===== src/hdl/mips_pkg.sv =====
// ~~~~~~~~~~~~~~~~~~~~~~~~~~~~~~~~~~~~~~~~~~~~~~~~~
// shared types and constants of the MIPS pipeline
// opcode, funct and ALU control encodings
// pipeline register structs and operand forwarding
// ~~~~~~~~~~~~~~~~~~~~~~~~~~~~~~~~~~~~~~~~~~~~~~~~~
package mips_pkg;

	typedef logic [31:0] word_t;
	typedef logic [31:0] pc_t;          // word address
	typedef logic [4:0]  reg_idx_t;
	typedef logic [12:0] dmem_addr_t;   // 8192 words
	typedef logic [3:0]  alu_ctrl_t;

	localparam int       NUM_REGS = 32;
	localparam word_t    SP_RESET = 32'h00001FFF;
	localparam reg_idx_t SP_REG   = 5'd29;

	localparam logic [5:0] OP_RTYPE = 6'd0;
	localparam logic [5:0] OP_BEQ   = 6'd4;
	localparam logic [5:0] OP_BNE   = 6'd5;
	localparam logic [5:0] OP_ADDI  = 6'd8;
	localparam logic [5:0] OP_ORI   = 6'd13;
	localparam logic [5:0] OP_LW    = 6'd35;
	localparam logic [5:0] OP_SW    = 6'd43;

	localparam logic [5:0] FN_SLL = 6'b000000;
	localparam logic [5:0] FN_SGT = 6'b000001;
	localparam logic [5:0] FN_SRL = 6'b000010;
	localparam logic [5:0] FN_SRA = 6'b000011;
	localparam logic [5:0] FN_ADD = 6'b100000;
	localparam logic [5:0] FN_SUB = 6'b100010;
	localparam logic [5:0] FN_AND = 6'b100100;
	localparam logic [5:0] FN_OR  = 6'b100101;
	localparam logic [5:0] FN_XOR = 6'b100110;
	localparam logic [5:0] FN_NOR = 6'b100111;
	localparam logic [5:0] FN_SLT = 6'b101010;

	localparam alu_ctrl_t ALU_AND = 4'b0000;
	localparam alu_ctrl_t ALU_OR  = 4'b0001;
	localparam alu_ctrl_t ALU_ADD = 4'b0010;
	localparam alu_ctrl_t ALU_XOR = 4'b0011;
	localparam alu_ctrl_t ALU_SLL = 4'b0100;
	localparam alu_ctrl_t ALU_SGT = 4'b0101;
	localparam alu_ctrl_t ALU_SUB = 4'b0110;
	localparam alu_ctrl_t ALU_SLT = 4'b0111;
	localparam alu_ctrl_t ALU_SRL = 4'b1000;
	localparam alu_ctrl_t ALU_SRA = 4'b1001;
	localparam alu_ctrl_t ALU_NOR = 4'b1100;

	localparam logic [1:0] AOP_ADD   = 2'b00; // lw, sw, addi
	localparam logic [1:0] AOP_OR    = 2'b01; // ori
	localparam logic [1:0] AOP_FUNCT = 2'b10; // R-type, decided by funct

	// all zero is a bubble
	typedef struct packed {
		logic       reg_write;
		logic       mem_to_reg;
		logic       mem_write;
		logic       mem_read;
		logic       alu_src;
		logic       reg_dst;
		logic [1:0] alu_op;
	} ex_ctrl_t;

	typedef struct packed {
		ex_ctrl_t   ctrl;
		word_t      rs_data;
		word_t      rt_data;
		word_t      imm;
		reg_idx_t   rs;
		reg_idx_t   rt;
		reg_idx_t   rd;
		logic [4:0] shamt;
		logic [5:0] funct;
	} id_ex_t;

	typedef struct packed {
		logic     reg_write;
		logic     mem_to_reg;
		logic     mem_write;
		logic     mem_read;
		word_t    alu_result;
		word_t    store_data;
		reg_idx_t dst;
	} ex_mem_t;

	// result offered by a later stage
	typedef struct packed {
		logic     reg_write;
		reg_idx_t dst;
		word_t    data;
	} fwd_src_t;

	// newest producer wins, EX/MEM before MEM/WB
	function automatic word_t fwd_select(reg_idx_t src, word_t rf_data,
		fwd_src_t mem_fwd, fwd_src_t wb_fwd);
		if (mem_fwd.reg_write && mem_fwd.dst != '0 && mem_fwd.dst == src)
		begin
			return mem_fwd.data;
		end
		if (wb_fwd.reg_write && wb_fwd.dst != '0 && wb_fwd.dst == src)
		begin
			return wb_fwd.data;
		end
		return rf_data;
	endfunction

endpackage


===== src/hdl/fetch_stage.sv =====
// ~~~~~~~~~~~~~~~~~~~~~~~~~~~~~~~~~~~~~~~~~~~~~~~~~
// instruction fetch
// PC register, next-PC select, IF/ID register
// ~~~~~~~~~~~~~~~~~~~~~~~~~~~~~~~~~~~~~~~~~~~~~~~~~
`timescale 1ns/100ps

module fetch_stage
	import mips_pkg::*;
(
	input  logic  clk,
	input  logic  rst_n,
	input  logic  stall,
	input  logic  flush,
	input  logic  branch_taken,
	input  pc_t   branch_target,
	input  word_t imem_data,
	output pc_t   if_pc,
	output word_t id_instr,
	output pc_t   id_pc_next
);

	pc_t pc_plus1;

	assign pc_plus1 = if_pc + 32'd1; // one word per instruction

	always_ff @(posedge clk)
	begin
		if (!rst_n)
		begin
			if_pc      <= '0;
			id_instr   <= '0;
			id_pc_next <= '0;
		end
		else if (!stall) // stall holds PC and IF/ID
		begin
			if_pc <= branch_taken ? branch_target : pc_plus1;
			if (flush)
			begin
				id_instr   <= '0; // drop the wrong-path fetch
				id_pc_next <= '0;
			end
			else
			begin
				id_instr   <= imem_data;
				id_pc_next <= pc_plus1;
			end
		end
	end

endmodule


===== src/hdl/reg_file.sv =====
// ~~~~~~~~~~~~~~~~~~~~~~~~~~~~~~~~~~~~~~~~~~~~~~~~~
// 32 x 32 register file
// two read ports with write-through bypass
// ~~~~~~~~~~~~~~~~~~~~~~~~~~~~~~~~~~~~~~~~~~~~~~~~~
`timescale 1ns/100ps

module reg_file
	import mips_pkg::*;
(
	input  logic     clk,
	input  logic     rst_n,
	input  reg_idx_t rs,
	input  reg_idx_t rt,
	input  fwd_src_t wb,
	output word_t    rs_data,
	output word_t    rt_data
);

	word_t regs [NUM_REGS];
	logic  wr_en;

	assign wr_en = wb.reg_write && wb.dst != '0; // r0 stays zero

	always_ff @(posedge clk)
	begin
		if (!rst_n)
		begin
			for (int i = 0; i < NUM_REGS; i++)
			begin
				regs[i] <= (i == SP_REG) ? SP_RESET : '0;
			end
		end
		else if (wr_en)
		begin
			regs[wb.dst] <= wb.data;
		end
	end

	// a read in the write cycle sees the new value
	assign rs_data = (wr_en && wb.dst == rs) ? wb.data : regs[rs];
	assign rt_data = (wr_en && wb.dst == rt) ? wb.data : regs[rt];

endmodule


===== src/hdl/hazard_unit.sv =====
// ~~~~~~~~~~~~~~~~~~~~~~~~~~~~~~~~~~~~~~~~~~~~~~~~~
// hazard detection
// load-use and branch-operand stalls, IF/ID flush
// ~~~~~~~~~~~~~~~~~~~~~~~~~~~~~~~~~~~~~~~~~~~~~~~~~
`timescale 1ns/100ps

module hazard_unit
	import mips_pkg::*;
(
	input  word_t    id_instr,
	input  reg_idx_t ex_dst,
	input  logic     ex_reg_write,
	input  logic     ex_mem_read,
	input  reg_idx_t mem_dst,
	input  logic     mem_mem_read,
	input  logic     branch_taken,
	output logic     stall,
	output logic     flush
);

	logic [5:0] opcode;
	reg_idx_t   rs;
	reg_idx_t   rt;
	logic       is_branch;
	logic       uses_rs;
	logic       uses_rt;
	logic       ex_hit;
	logic       mem_hit;
	logic       load_use;
	logic       branch_ex;
	logic       branch_mem;

	assign opcode = id_instr[31:26];
	assign rs     = id_instr[25:21];
	assign rt     = id_instr[20:16];

	assign is_branch = opcode == OP_BEQ || opcode == OP_BNE;
	assign uses_rt   = opcode == OP_RTYPE || is_branch || opcode == OP_SW;
	assign uses_rs   = uses_rt || opcode == OP_ADDI || opcode == OP_ORI
		|| opcode == OP_LW;

	// rt of addi/ori/lw is a destination, never a source
	assign ex_hit  = ex_dst != '0 && ((uses_rs && ex_dst == rs) || (uses_rt && ex_dst == rt));
	assign mem_hit = mem_dst != '0 && ((uses_rs && mem_dst == rs) || (uses_rt && mem_dst == rt));

	assign load_use   = ex_mem_read && ex_hit;
	assign branch_ex  = is_branch && ex_reg_write && ex_hit;   // comparator has no EX path
	assign branch_mem = is_branch && mem_mem_read && mem_hit;  // load data not ready yet

	assign stall = load_use || branch_ex || branch_mem;
	assign flush = branch_taken && !stall;

endmodule


===== src/hdl/decode_stage.sv =====
// ~~~~~~~~~~~~~~~~~~~~~~~~~~~~~~~~~~~~~~~~~~~~~~~~~
// instruction decode
// main control, immediate extension, register file
// branch compare with forwarding, branch target
// ID/EX register with bubble insertion
// ~~~~~~~~~~~~~~~~~~~~~~~~~~~~~~~~~~~~~~~~~~~~~~~~~
`timescale 1ns/100ps

module decode_stage
	import mips_pkg::*;
(
	input  logic     clk,
	input  logic     rst_n,
	input  logic     stall,
	input  word_t    id_instr,
	input  pc_t      id_pc_next,
	input  fwd_src_t mem_fwd,
	input  fwd_src_t wb_fwd,
	output logic     branch_taken,
	output pc_t      branch_target,
	output id_ex_t   id_ex
);

	logic [5:0] opcode;
	reg_idx_t   rs;
	reg_idx_t   rt;
	word_t      rs_data;
	word_t      rt_data;
	word_t      cmp_a;
	word_t      cmp_b;
	word_t      imm;
	ex_ctrl_t   ctrl;
	id_ex_t     id_ex_d;

	assign opcode = id_instr[31:26];
	assign rs     = id_instr[25:21];
	assign rt     = id_instr[20:16];

	reg_file i_reg_file (
		.clk     (clk),
		.rst_n   (rst_n),
		.rs      (rs),
		.rt      (rt),
		.wb      (wb_fwd),
		.rs_data (rs_data),
		.rt_data (rt_data)
	);

	always_comb
	begin
		ctrl = '0; // branches and unknown opcodes write nothing
		case (opcode)
			OP_RTYPE:
			begin
				ctrl.reg_write = 1'b1;
				ctrl.reg_dst   = 1'b1;
				ctrl.alu_op    = AOP_FUNCT;
			end
			OP_ADDI:
			begin
				ctrl.reg_write = 1'b1;
				ctrl.alu_src   = 1'b1;
				ctrl.alu_op    = AOP_ADD;
			end
			OP_ORI:
			begin
				ctrl.reg_write = 1'b1;
				ctrl.alu_src   = 1'b1;
				ctrl.alu_op    = AOP_OR;
			end
			OP_LW:
			begin
				ctrl.reg_write  = 1'b1;
				ctrl.mem_to_reg = 1'b1;
				ctrl.mem_read   = 1'b1;
				ctrl.alu_src    = 1'b1;
				ctrl.alu_op     = AOP_ADD;
			end
			OP_SW:
			begin
				ctrl.mem_write = 1'b1;
				ctrl.alu_src   = 1'b1;
				ctrl.alu_op    = AOP_ADD;
			end
			default:
			begin
				ctrl = '0;
			end
		endcase
	end

	// ori is zero extended, everything else sign extended
	assign imm = (opcode == OP_ORI) ? {16'h0000, id_instr[15:0]}
		: {{16{id_instr[15]}}, id_instr[15:0]};

	assign cmp_a = fwd_select(rs, rs_data, mem_fwd, wb_fwd);
	assign cmp_b = fwd_select(rt, rt_data, mem_fwd, wb_fwd);

	assign branch_taken = (opcode == OP_BEQ && cmp_a == cmp_b)
		|| (opcode == OP_BNE && cmp_a != cmp_b);
	assign branch_target = id_pc_next + imm;

	always_comb
	begin
		id_ex_d.ctrl    = stall ? '0 : ctrl; // bubble while stalled
		id_ex_d.rs_data = rs_data;
		id_ex_d.rt_data = rt_data;
		id_ex_d.imm     = imm;
		id_ex_d.rs      = rs;
		id_ex_d.rt      = rt;
		id_ex_d.rd      = id_instr[15:11];
		id_ex_d.shamt   = id_instr[10:6];
		id_ex_d.funct   = id_instr[5:0];
	end

	always_ff @(posedge clk)
	begin
		if (!rst_n)
		begin
			id_ex.ctrl <= '0;
		end
		else
		begin
			id_ex <= id_ex_d;
		end
	end

endmodule


===== src/hdl/execute_stage.sv =====
// ~~~~~~~~~~~~~~~~~~~~~~~~~~~~~~~~~~~~~~~~~~~~~~~~~
// execute stage
// operand forwarding, ALU control and ALU
// destination select and EX/MEM register
// ~~~~~~~~~~~~~~~~~~~~~~~~~~~~~~~~~~~~~~~~~~~~~~~~~
`timescale 1ns/100ps

module execute_stage
	import mips_pkg::*;
(
	input  logic     clk,
	input  logic     rst_n,
	input  id_ex_t   id_ex,
	input  fwd_src_t mem_fwd,
	input  fwd_src_t wb_fwd,
	output reg_idx_t ex_dst,
	output ex_mem_t  ex_mem
);

	word_t     op_a;
	word_t     op_b_reg;
	word_t     op_b;
	alu_ctrl_t alu_ctrl;
	word_t     alu_result;
	ex_mem_t   ex_mem_d;

	assign op_a     = fwd_select(id_ex.rs, id_ex.rs_data, mem_fwd, wb_fwd);
	assign op_b_reg = fwd_select(id_ex.rt, id_ex.rt_data, mem_fwd, wb_fwd);
	assign op_b     = id_ex.ctrl.alu_src ? id_ex.imm : op_b_reg;

	always_comb
	begin
		case (id_ex.ctrl.alu_op)
			AOP_ADD: alu_ctrl = ALU_ADD;
			AOP_OR:  alu_ctrl = ALU_OR;
			AOP_FUNCT:
			begin
				case (id_ex.funct)
					FN_SLL:  alu_ctrl = ALU_SLL;
					FN_SGT:  alu_ctrl = ALU_SGT;
					FN_SRL:  alu_ctrl = ALU_SRL;
					FN_SRA:  alu_ctrl = ALU_SRA;
					FN_ADD:  alu_ctrl = ALU_ADD;
					FN_SUB:  alu_ctrl = ALU_SUB;
					FN_AND:  alu_ctrl = ALU_AND;
					FN_OR:   alu_ctrl = ALU_OR;
					FN_XOR:  alu_ctrl = ALU_XOR;
					FN_NOR:  alu_ctrl = ALU_NOR;
					FN_SLT:  alu_ctrl = ALU_SLT;
					default: alu_ctrl = ALU_AND;
				endcase
			end
			default: alu_ctrl = ALU_ADD;
		endcase
	end

	// shifts act on the second operand by shamt
	always_comb
	begin
		case (alu_ctrl)
			ALU_AND: alu_result = op_a & op_b;
			ALU_OR:  alu_result = op_a | op_b;
			ALU_ADD: alu_result = op_a + op_b;
			ALU_XOR: alu_result = op_a ^ op_b;
			ALU_NOR: alu_result = ~(op_a | op_b);
			ALU_SUB: alu_result = op_a - op_b;
			ALU_SLT: alu_result = {31'd0, $signed(op_a) < $signed(op_b)};
			ALU_SGT: alu_result = {31'd0, $signed(op_a) > $signed(op_b)};
			ALU_SLL: alu_result = op_b << id_ex.shamt;
			ALU_SRL: alu_result = op_b >> id_ex.shamt;
			ALU_SRA: alu_result = $signed(op_b) >>> id_ex.shamt;
			default: alu_result = '0;
		endcase
	end

	assign ex_dst = id_ex.ctrl.reg_dst ? id_ex.rd : id_ex.rt; // rd for R-type

	always_comb
	begin
		ex_mem_d.reg_write  = id_ex.ctrl.reg_write;
		ex_mem_d.mem_to_reg = id_ex.ctrl.mem_to_reg;
		ex_mem_d.mem_write  = id_ex.ctrl.mem_write;
		ex_mem_d.mem_read   = id_ex.ctrl.mem_read;
		ex_mem_d.alu_result = alu_result;
		ex_mem_d.store_data = op_b_reg; // forwarded rt for sw
		ex_mem_d.dst        = ex_dst;
	end

	always_ff @(posedge clk)
	begin
		if (!rst_n)
		begin
			ex_mem.reg_write  <= 1'b0;
			ex_mem.mem_to_reg <= 1'b0;
			ex_mem.mem_write  <= 1'b0;
			ex_mem.mem_read   <= 1'b0;
		end
		else
		begin
			ex_mem <= ex_mem_d;
		end
	end

endmodule


===== src/hdl/writeback_stage.sv =====
// ~~~~~~~~~~~~~~~~~~~~~~~~~~~~~~~~~~~~~~~~~~~~~~~~~
// write-back stage
// MEM/WB register and result select
// ~~~~~~~~~~~~~~~~~~~~~~~~~~~~~~~~~~~~~~~~~~~~~~~~~
`timescale 1ns/100ps

module writeback_stage
	import mips_pkg::*;
(
	input  logic     clk,
	input  logic     rst_n,
	input  ex_mem_t  ex_mem,
	input  word_t    dmem_rdata,
	output fwd_src_t wb_fwd
);

	logic     wb_reg_write;
	logic     wb_mem_to_reg;
	reg_idx_t wb_dst;
	word_t    wb_alu_result;
	word_t    wb_load_data;

	always_ff @(posedge clk)
	begin
		if (!rst_n)
		begin
			wb_reg_write  <= 1'b0;
			wb_mem_to_reg <= 1'b0;
		end
		else
		begin
			wb_reg_write  <= ex_mem.reg_write;
			wb_mem_to_reg <= ex_mem.mem_to_reg;
		end
		wb_dst        <= ex_mem.dst;
		wb_alu_result <= ex_mem.alu_result;
		wb_load_data  <= dmem_rdata; // word read this cycle
	end

	assign wb_fwd.reg_write = wb_reg_write;
	assign wb_fwd.dst       = wb_dst;
	assign wb_fwd.data      = wb_mem_to_reg ? wb_load_data : wb_alu_result;

endmodule


===== src/hdl/mips_pipeline.sv =====
// ~~~~~~~~~~~~~~~~~~~~~~~~~~~~~~~~~~~~~~~~~~~~~~~~~
// five-stage MIPS pipeline top level
// stage wiring and memory ports
// ~~~~~~~~~~~~~~~~~~~~~~~~~~~~~~~~~~~~~~~~~~~~~~~~~
`timescale 1ns/100ps

module mips_pipeline
	import mips_pkg::*;
(
	input  logic       clk,
	input  logic       rst_n,
	output pc_t        imem_addr,
	input  word_t      imem_data,
	output dmem_addr_t dmem_addr,
	output logic       dmem_we,
	output logic       dmem_re,
	output word_t      dmem_wdata,
	input  word_t      dmem_rdata
);

	logic     stall;
	logic     flush;
	logic     branch_taken;
	pc_t      branch_target;
	word_t    id_instr;
	pc_t      id_pc_next;
	id_ex_t   id_ex;
	reg_idx_t ex_dst;
	ex_mem_t  ex_mem;
	fwd_src_t mem_fwd;
	fwd_src_t wb_fwd;

	assign mem_fwd.reg_write = ex_mem.reg_write;
	assign mem_fwd.dst       = ex_mem.dst;
	assign mem_fwd.data      = ex_mem.alu_result;

	assign dmem_addr  = ex_mem.alu_result[$bits(dmem_addr_t)-1:0];
	assign dmem_we    = ex_mem.mem_write;
	assign dmem_re    = ex_mem.mem_read;
	assign dmem_wdata = ex_mem.store_data;

	fetch_stage i_fetch_stage (
		.clk           (clk),
		.rst_n         (rst_n),
		.stall         (stall),
		.flush         (flush),
		.branch_taken  (branch_taken),
		.branch_target (branch_target),
		.imem_data     (imem_data),
		.if_pc         (imem_addr),
		.id_instr      (id_instr),
		.id_pc_next    (id_pc_next)
	);

	hazard_unit i_hazard_unit (
		.id_instr     (id_instr),
		.ex_dst       (ex_dst),
		.ex_reg_write (id_ex.ctrl.reg_write),
		.ex_mem_read  (id_ex.ctrl.mem_read),
		.mem_dst      (ex_mem.dst),
		.mem_mem_read (ex_mem.mem_read),
		.branch_taken (branch_taken),
		.stall        (stall),
		.flush        (flush)
	);

	decode_stage i_decode_stage (
		.clk           (clk),
		.rst_n         (rst_n),
		.stall         (stall),
		.id_instr      (id_instr),
		.id_pc_next    (id_pc_next),
		.mem_fwd       (mem_fwd),
		.wb_fwd        (wb_fwd),
		.branch_taken  (branch_taken),
		.branch_target (branch_target),
		.id_ex         (id_ex)
	);

	execute_stage i_execute_stage (
		.clk     (clk),
		.rst_n   (rst_n),
		.id_ex   (id_ex),
		.mem_fwd (mem_fwd),
		.wb_fwd  (wb_fwd),
		.ex_dst  (ex_dst),
		.ex_mem  (ex_mem)
	);

	writeback_stage i_writeback_stage (
		.clk        (clk),
		.rst_n      (rst_n),
		.ex_mem     (ex_mem),
		.dmem_rdata (dmem_rdata),
		.wb_fwd     (wb_fwd)
	);

endmodule


===== config.mk =====
export PLATFORM = sky130hd
export DESIGN_NAME = mips_pipeline
export DESIGN_NICKNAME = d
export VERILOG_FILES = /design/src/hdl/mips_pkg.sv /design/src/hdl/fetch_stage.sv /design/src/hdl/reg_file.sv /design/src/hdl/hazard_unit.sv /design/src/hdl/decode_stage.sv /design/src/hdl/execute_stage.sv /design/src/hdl/writeback_stage.sv /design/src/hdl/mips_pipeline.sv
export SDC_FILE = /design/constraint.sdc
export NUM_CORES = 2
export LEC_CHECK = 0
export BUFFER_PORTS_ARGS = -buffer_cell sky130_fd_sc_hd__buf_2
export CORE_UTILIZATION = 56
export DETAILED_ROUTE_END_ITERATION = 6
export PLACE_DENSITY = 0.72
export SLEW_MARGIN = 20
export SYNTH_ARGS = -nofsm -noshare
export SYNTH_HDL_FRONTEND = slang
export SYNTH_SLANG_ARGS = --single-unit

===== constraint.sdc =====
create_clock -name clk -period 15.6 [get_ports clk]
set_input_delay 0.78 -clock clk [delete_from_list [all_inputs] [get_ports clk]]
set_output_delay 0.78 -clock clk [all_outputs]
set_load 0.05 [all_outputs]

==> results.sh <==
export IMPL_dp_hpwl_um=181500
export IMPL_synth_seq_cells=1371
export IMPL_nFillCells=10840
export IMPL_floorplan_initialDensity=0.5657
export IMPL_cts_root_buf="clkbuf_16"
export IMPL_sequentialPowerShare=0.440
export IMPL_clock_skew_ns=0.03241
export IMPL_synth_area_per_cell_um2=11.80
export IMPL_swShare=0.3127
export IMPL_largest_reg_flops=1024
export IMPL_drtAntennaViolNets=0
export IMPL_cap_violations=0
export IMPL_first_pass_iters=7
export IMPL_path_buf_inv=3
export IMPL_grt_pass1_wl_um=424000
export IMPL_fin_setup_tns_ns=0
export IMPL_cpMostUsedCell="o21ai_0"
export IMPL_nets=6746
export IMPL_clockBufferDepth=3
export IMPL_vias=62440
export IMPL_die_area_um2=142800
export IMPL_multiInputGateArea_um2=37150
export IMPL_port_buffers=144
export IMPL_period_share=0.4896
export IMPL_cpLargestDelayFamily="compound AO/OA/AOI/OAI gates"
export IMPL_grt_max_degree=143
export IMPL_cts_tree="built"
export IMPL_clk_pin_slew_worst_paths_ns=0.06
export IMPL_synthToLayoutAreaGrowth_pct=9.218
export IMPL_hold_class="input port to register"
export IMPL_die_w_um=377.9
export IMPL_synth_edf_count=1184
export IMPL_htree_levels=4
export IMPL_worstPathMaxFanout=35
export IMPL_max_slew_margin=0.1915
export IMPL_start_kind="register"
export IMPL_wl_um=300300
export IMPL_antenna_found_initial=12
export IMPL_timing_final_hold_violations=0
export IMPL_placed_cells=8268
export IMPL_gr_total_overflow=0
export IMPL_io_pins=145
export IMPL_ys_seq_area_frac=0.4966
export IMPL_violations="DRC"
export IMPL_status="finished with violations"
export IMPL_ys_top_cells_by_area="edfxtp_1 (45%), mux4_2 (16%), nor2_1 (6.0%), dfxtp_1 (4.7%), mux2i_1 (4.0%)"
export IMPL_wl_per_cell_um=35.11
export IMPL_clockPowerShare=0.354
export IMPL_regArea_um2=39320
export IMPL_postCtsSetupBuffers=0
export IMPL_drtIter0Drc=11610
export IMPL_clkLatencyLatePin_ns=0.81
export IMPL_crit_slowest_cell="dfxtp_4"
export IMPL_cts_buffers_inserted=149
export IMPL_power_density_nw_per_um2=114.9
export IMPL_core_area_um2=139900
export IMPL_cts_repair_resized=0
export IMPL_worstPathArrival_ns=8.14
export IMPL_clock_sinks=1371
export IMPL_peakVddDrop_v=0.00009385
export IMPL_die_h_um=377.9
export IMPL_core_rowCount=137
export IMPL_grt_pass1_vias=59660
export IMPL_ys_async_sr_fraction=0
export IMPL_r2r_cells=21
export IMPL_power_frac_comb=0.206
export IMPL_instances_no_fill=8553
export IMPL_leakagePower_nw=32.20
export IMPL_path_depth=21
export IMPL_drive_gt1_frac=0.1950
export IMPL_yosys_warnings=0
export IMPL_setup_viol=0
export IMPL_globalplace_congestion=0.9952
export IMPL_period_needed_ns=7.638
export IMPL_reg_top3="i_decode_stage.i_reg_file.regs: 1024 flops, i_decode_stage.id_ex: 98 flops, i_execute_stage.ex_mem: 72 flops"
export IMPL_worstPathRequired_ns=16.10
export IMPL_synth_main_ff_cell="edfxtp_1"
export IMPL_syn_cell_area_um2=79130
export IMPL_max_freq_mhz=130.9
export IMPL_final_max_slew_violation_count=0
export IMPL_crit_type="register to register"
export IMPL_grt_usage=0.4182
export IMPL_end_kind="register"
export IMPL_worstHoldPathCells=1
export IMPL_final_util=0.6179
export IMPL_slowest_delay_ns=0.76
export IMPL_syn_inst=6706
export IMPL_top_register="i_decode_stage.i_reg_file.regs"
export IMPL_netSwitchingPower_mw=3.104
export IMPL_synth_top_area_share=0.4493
export IMPL_p_int_mw=6.824
export IMPL_path_cells="buf_4 > mux2i_4 > buf_4 > and4_1 > o31ai_1 > buf_4 > mux2i_1 > ha_1 > nor2b_1 > o21ai_0 > a21oi_1 > o21ai_0 > a21oi_1 > o41a_1 > a221oi_1 > o21ai_0 > a211oi_1 > o31ai_1 > and3_1 > o21ai_0 > o221ai_1"
export IMPL_cts_hold_buf=0
export IMPL_viasPerCell=7.301
export IMPL_drc=4
export IMPL_yosysTopAreaCell="edfxtp_1"
export IMPL_ys_types=89
export IMPL_finalPower_mw=9.928
export IMPL_worst_pin_slew_ns=1.200
export IMPL_rsz0062_at_grt="no"
## Yosys cell counts, drive strengths merged, types with 70 or more instances
cell type	number
a22oi	98
mux2i	320
o21ai	243
buf	210
clkbuf	445
nand2	413
dfxtp	187
mux4	559
edfxtp	1184
a21oi	268
ha	132
nor2	1267
nor3	79
nand3	70
xnor2	101
inv	171
## power by group through the flow
stage | registers (mW) | logic [mW] | clock network [mW]
after floorplan | 4.32 | 1.31 | 0
after global placement | 4.43 | 1.90 | 0
after detailed placement | 4.44 | 1.93 | 0
after CTS | 4.37 | 1.94 | 3.50
after global routing | 4.39 | 2.10 | 3.63
final | 4.37 | 2.04 | 3.51
## cells by family after synthesis
kind of cell,count (synthesis),synth area share
AND/OR/NAND/NOR,2128,0.1147
flip-flops,1371,0.4966
AO/OA/AOI/OAI,1159,0.09629
multiplexers,932,0.2073
buffers and inverters,828,0.04660
XOR/XNOR,152,0.01682
adder cells (fa/ha/maj),135,0.02163
other,1,0.00004739
## per-stage QoR
step	cell area, um2	hold WS [ns]	setup slack, ns
floorplan	79250	0.3462	9.685
global placement	81470	0.4428	8.314
global route	86410	0.06431	7.550
detailed placement	81610	0.4502	8.275
finish	86430	0.07018	7.962
CTS	86340	0.04182	8.195
## path summary, 6_finish.rpt
path                                   start                                 end  slack [ns]
max reg2reg  i_writeback_stage.wb_mem_to_reg          i_execute_stage.ex_mem[66]        7.96
min                           dmem_rdata[14]  i_writeback_stage.wb_load_data[14]        0.07
max          i_writeback_stage.wb_mem_to_reg          i_execute_stage.ex_mem[66]        7.96
min reg2reg     i_fetch_stage.id_pc_next[29]        i_fetch_stage.id_pc_next[29]        0.46
## cell usage in the layout (no fill, tap or decap), drive strengths merged, types with 30 or more instances in the layout
master	instances
a31oi	68
a211oi	54
inv	178
nand3	70
mux2	53
o31ai	55
o22ai	42
and3	30
a21oi	268
conb	32
nor3	79
edfxtp	1184
dfxtp	187
ha	132
o211ai	36
o21ai	243
clkinv	73
nand2	413
mux2i	320
buf	312
nor2	1267
clkbuf	179
and4	33
a22oi	98
a21o	44
xnor2	101
xor2	51
mux4	559
and2	37
a221oi	31
nand4	67
## layout make-up
class	count	share of cell area
Timing Repair Buffer	312	0.02539
Tap cell	1876	0.02716
Clock buffer	179	0.04578
Antenna cell	10	0.0002895
Clock inverter	94	0.008947
Sequential cell	1371	0.4550
Multi-Input combinational cell	4538	0.4299
Inverter	173	0.007586
## per-layer routing
| metal | track usage | up-vias | wire [um] | part of all wire |
|---|---|---|---|---|
| met2 | 0.6026 | 5676 | 128600 | 0.43 |
| li1 | - | 24940 | - | - |
| met1 | 0.5467 | 30540 | 102900 | 0.34 |
| met5 | 0 | - | 34 | 0.00011 |
| met3 | 0.1419 | 1284 | 46930 | 0.16 |
| met4 | 0.2550 | 6 | 21790 | 0.073 |
(Power assumes the default switching activity.)
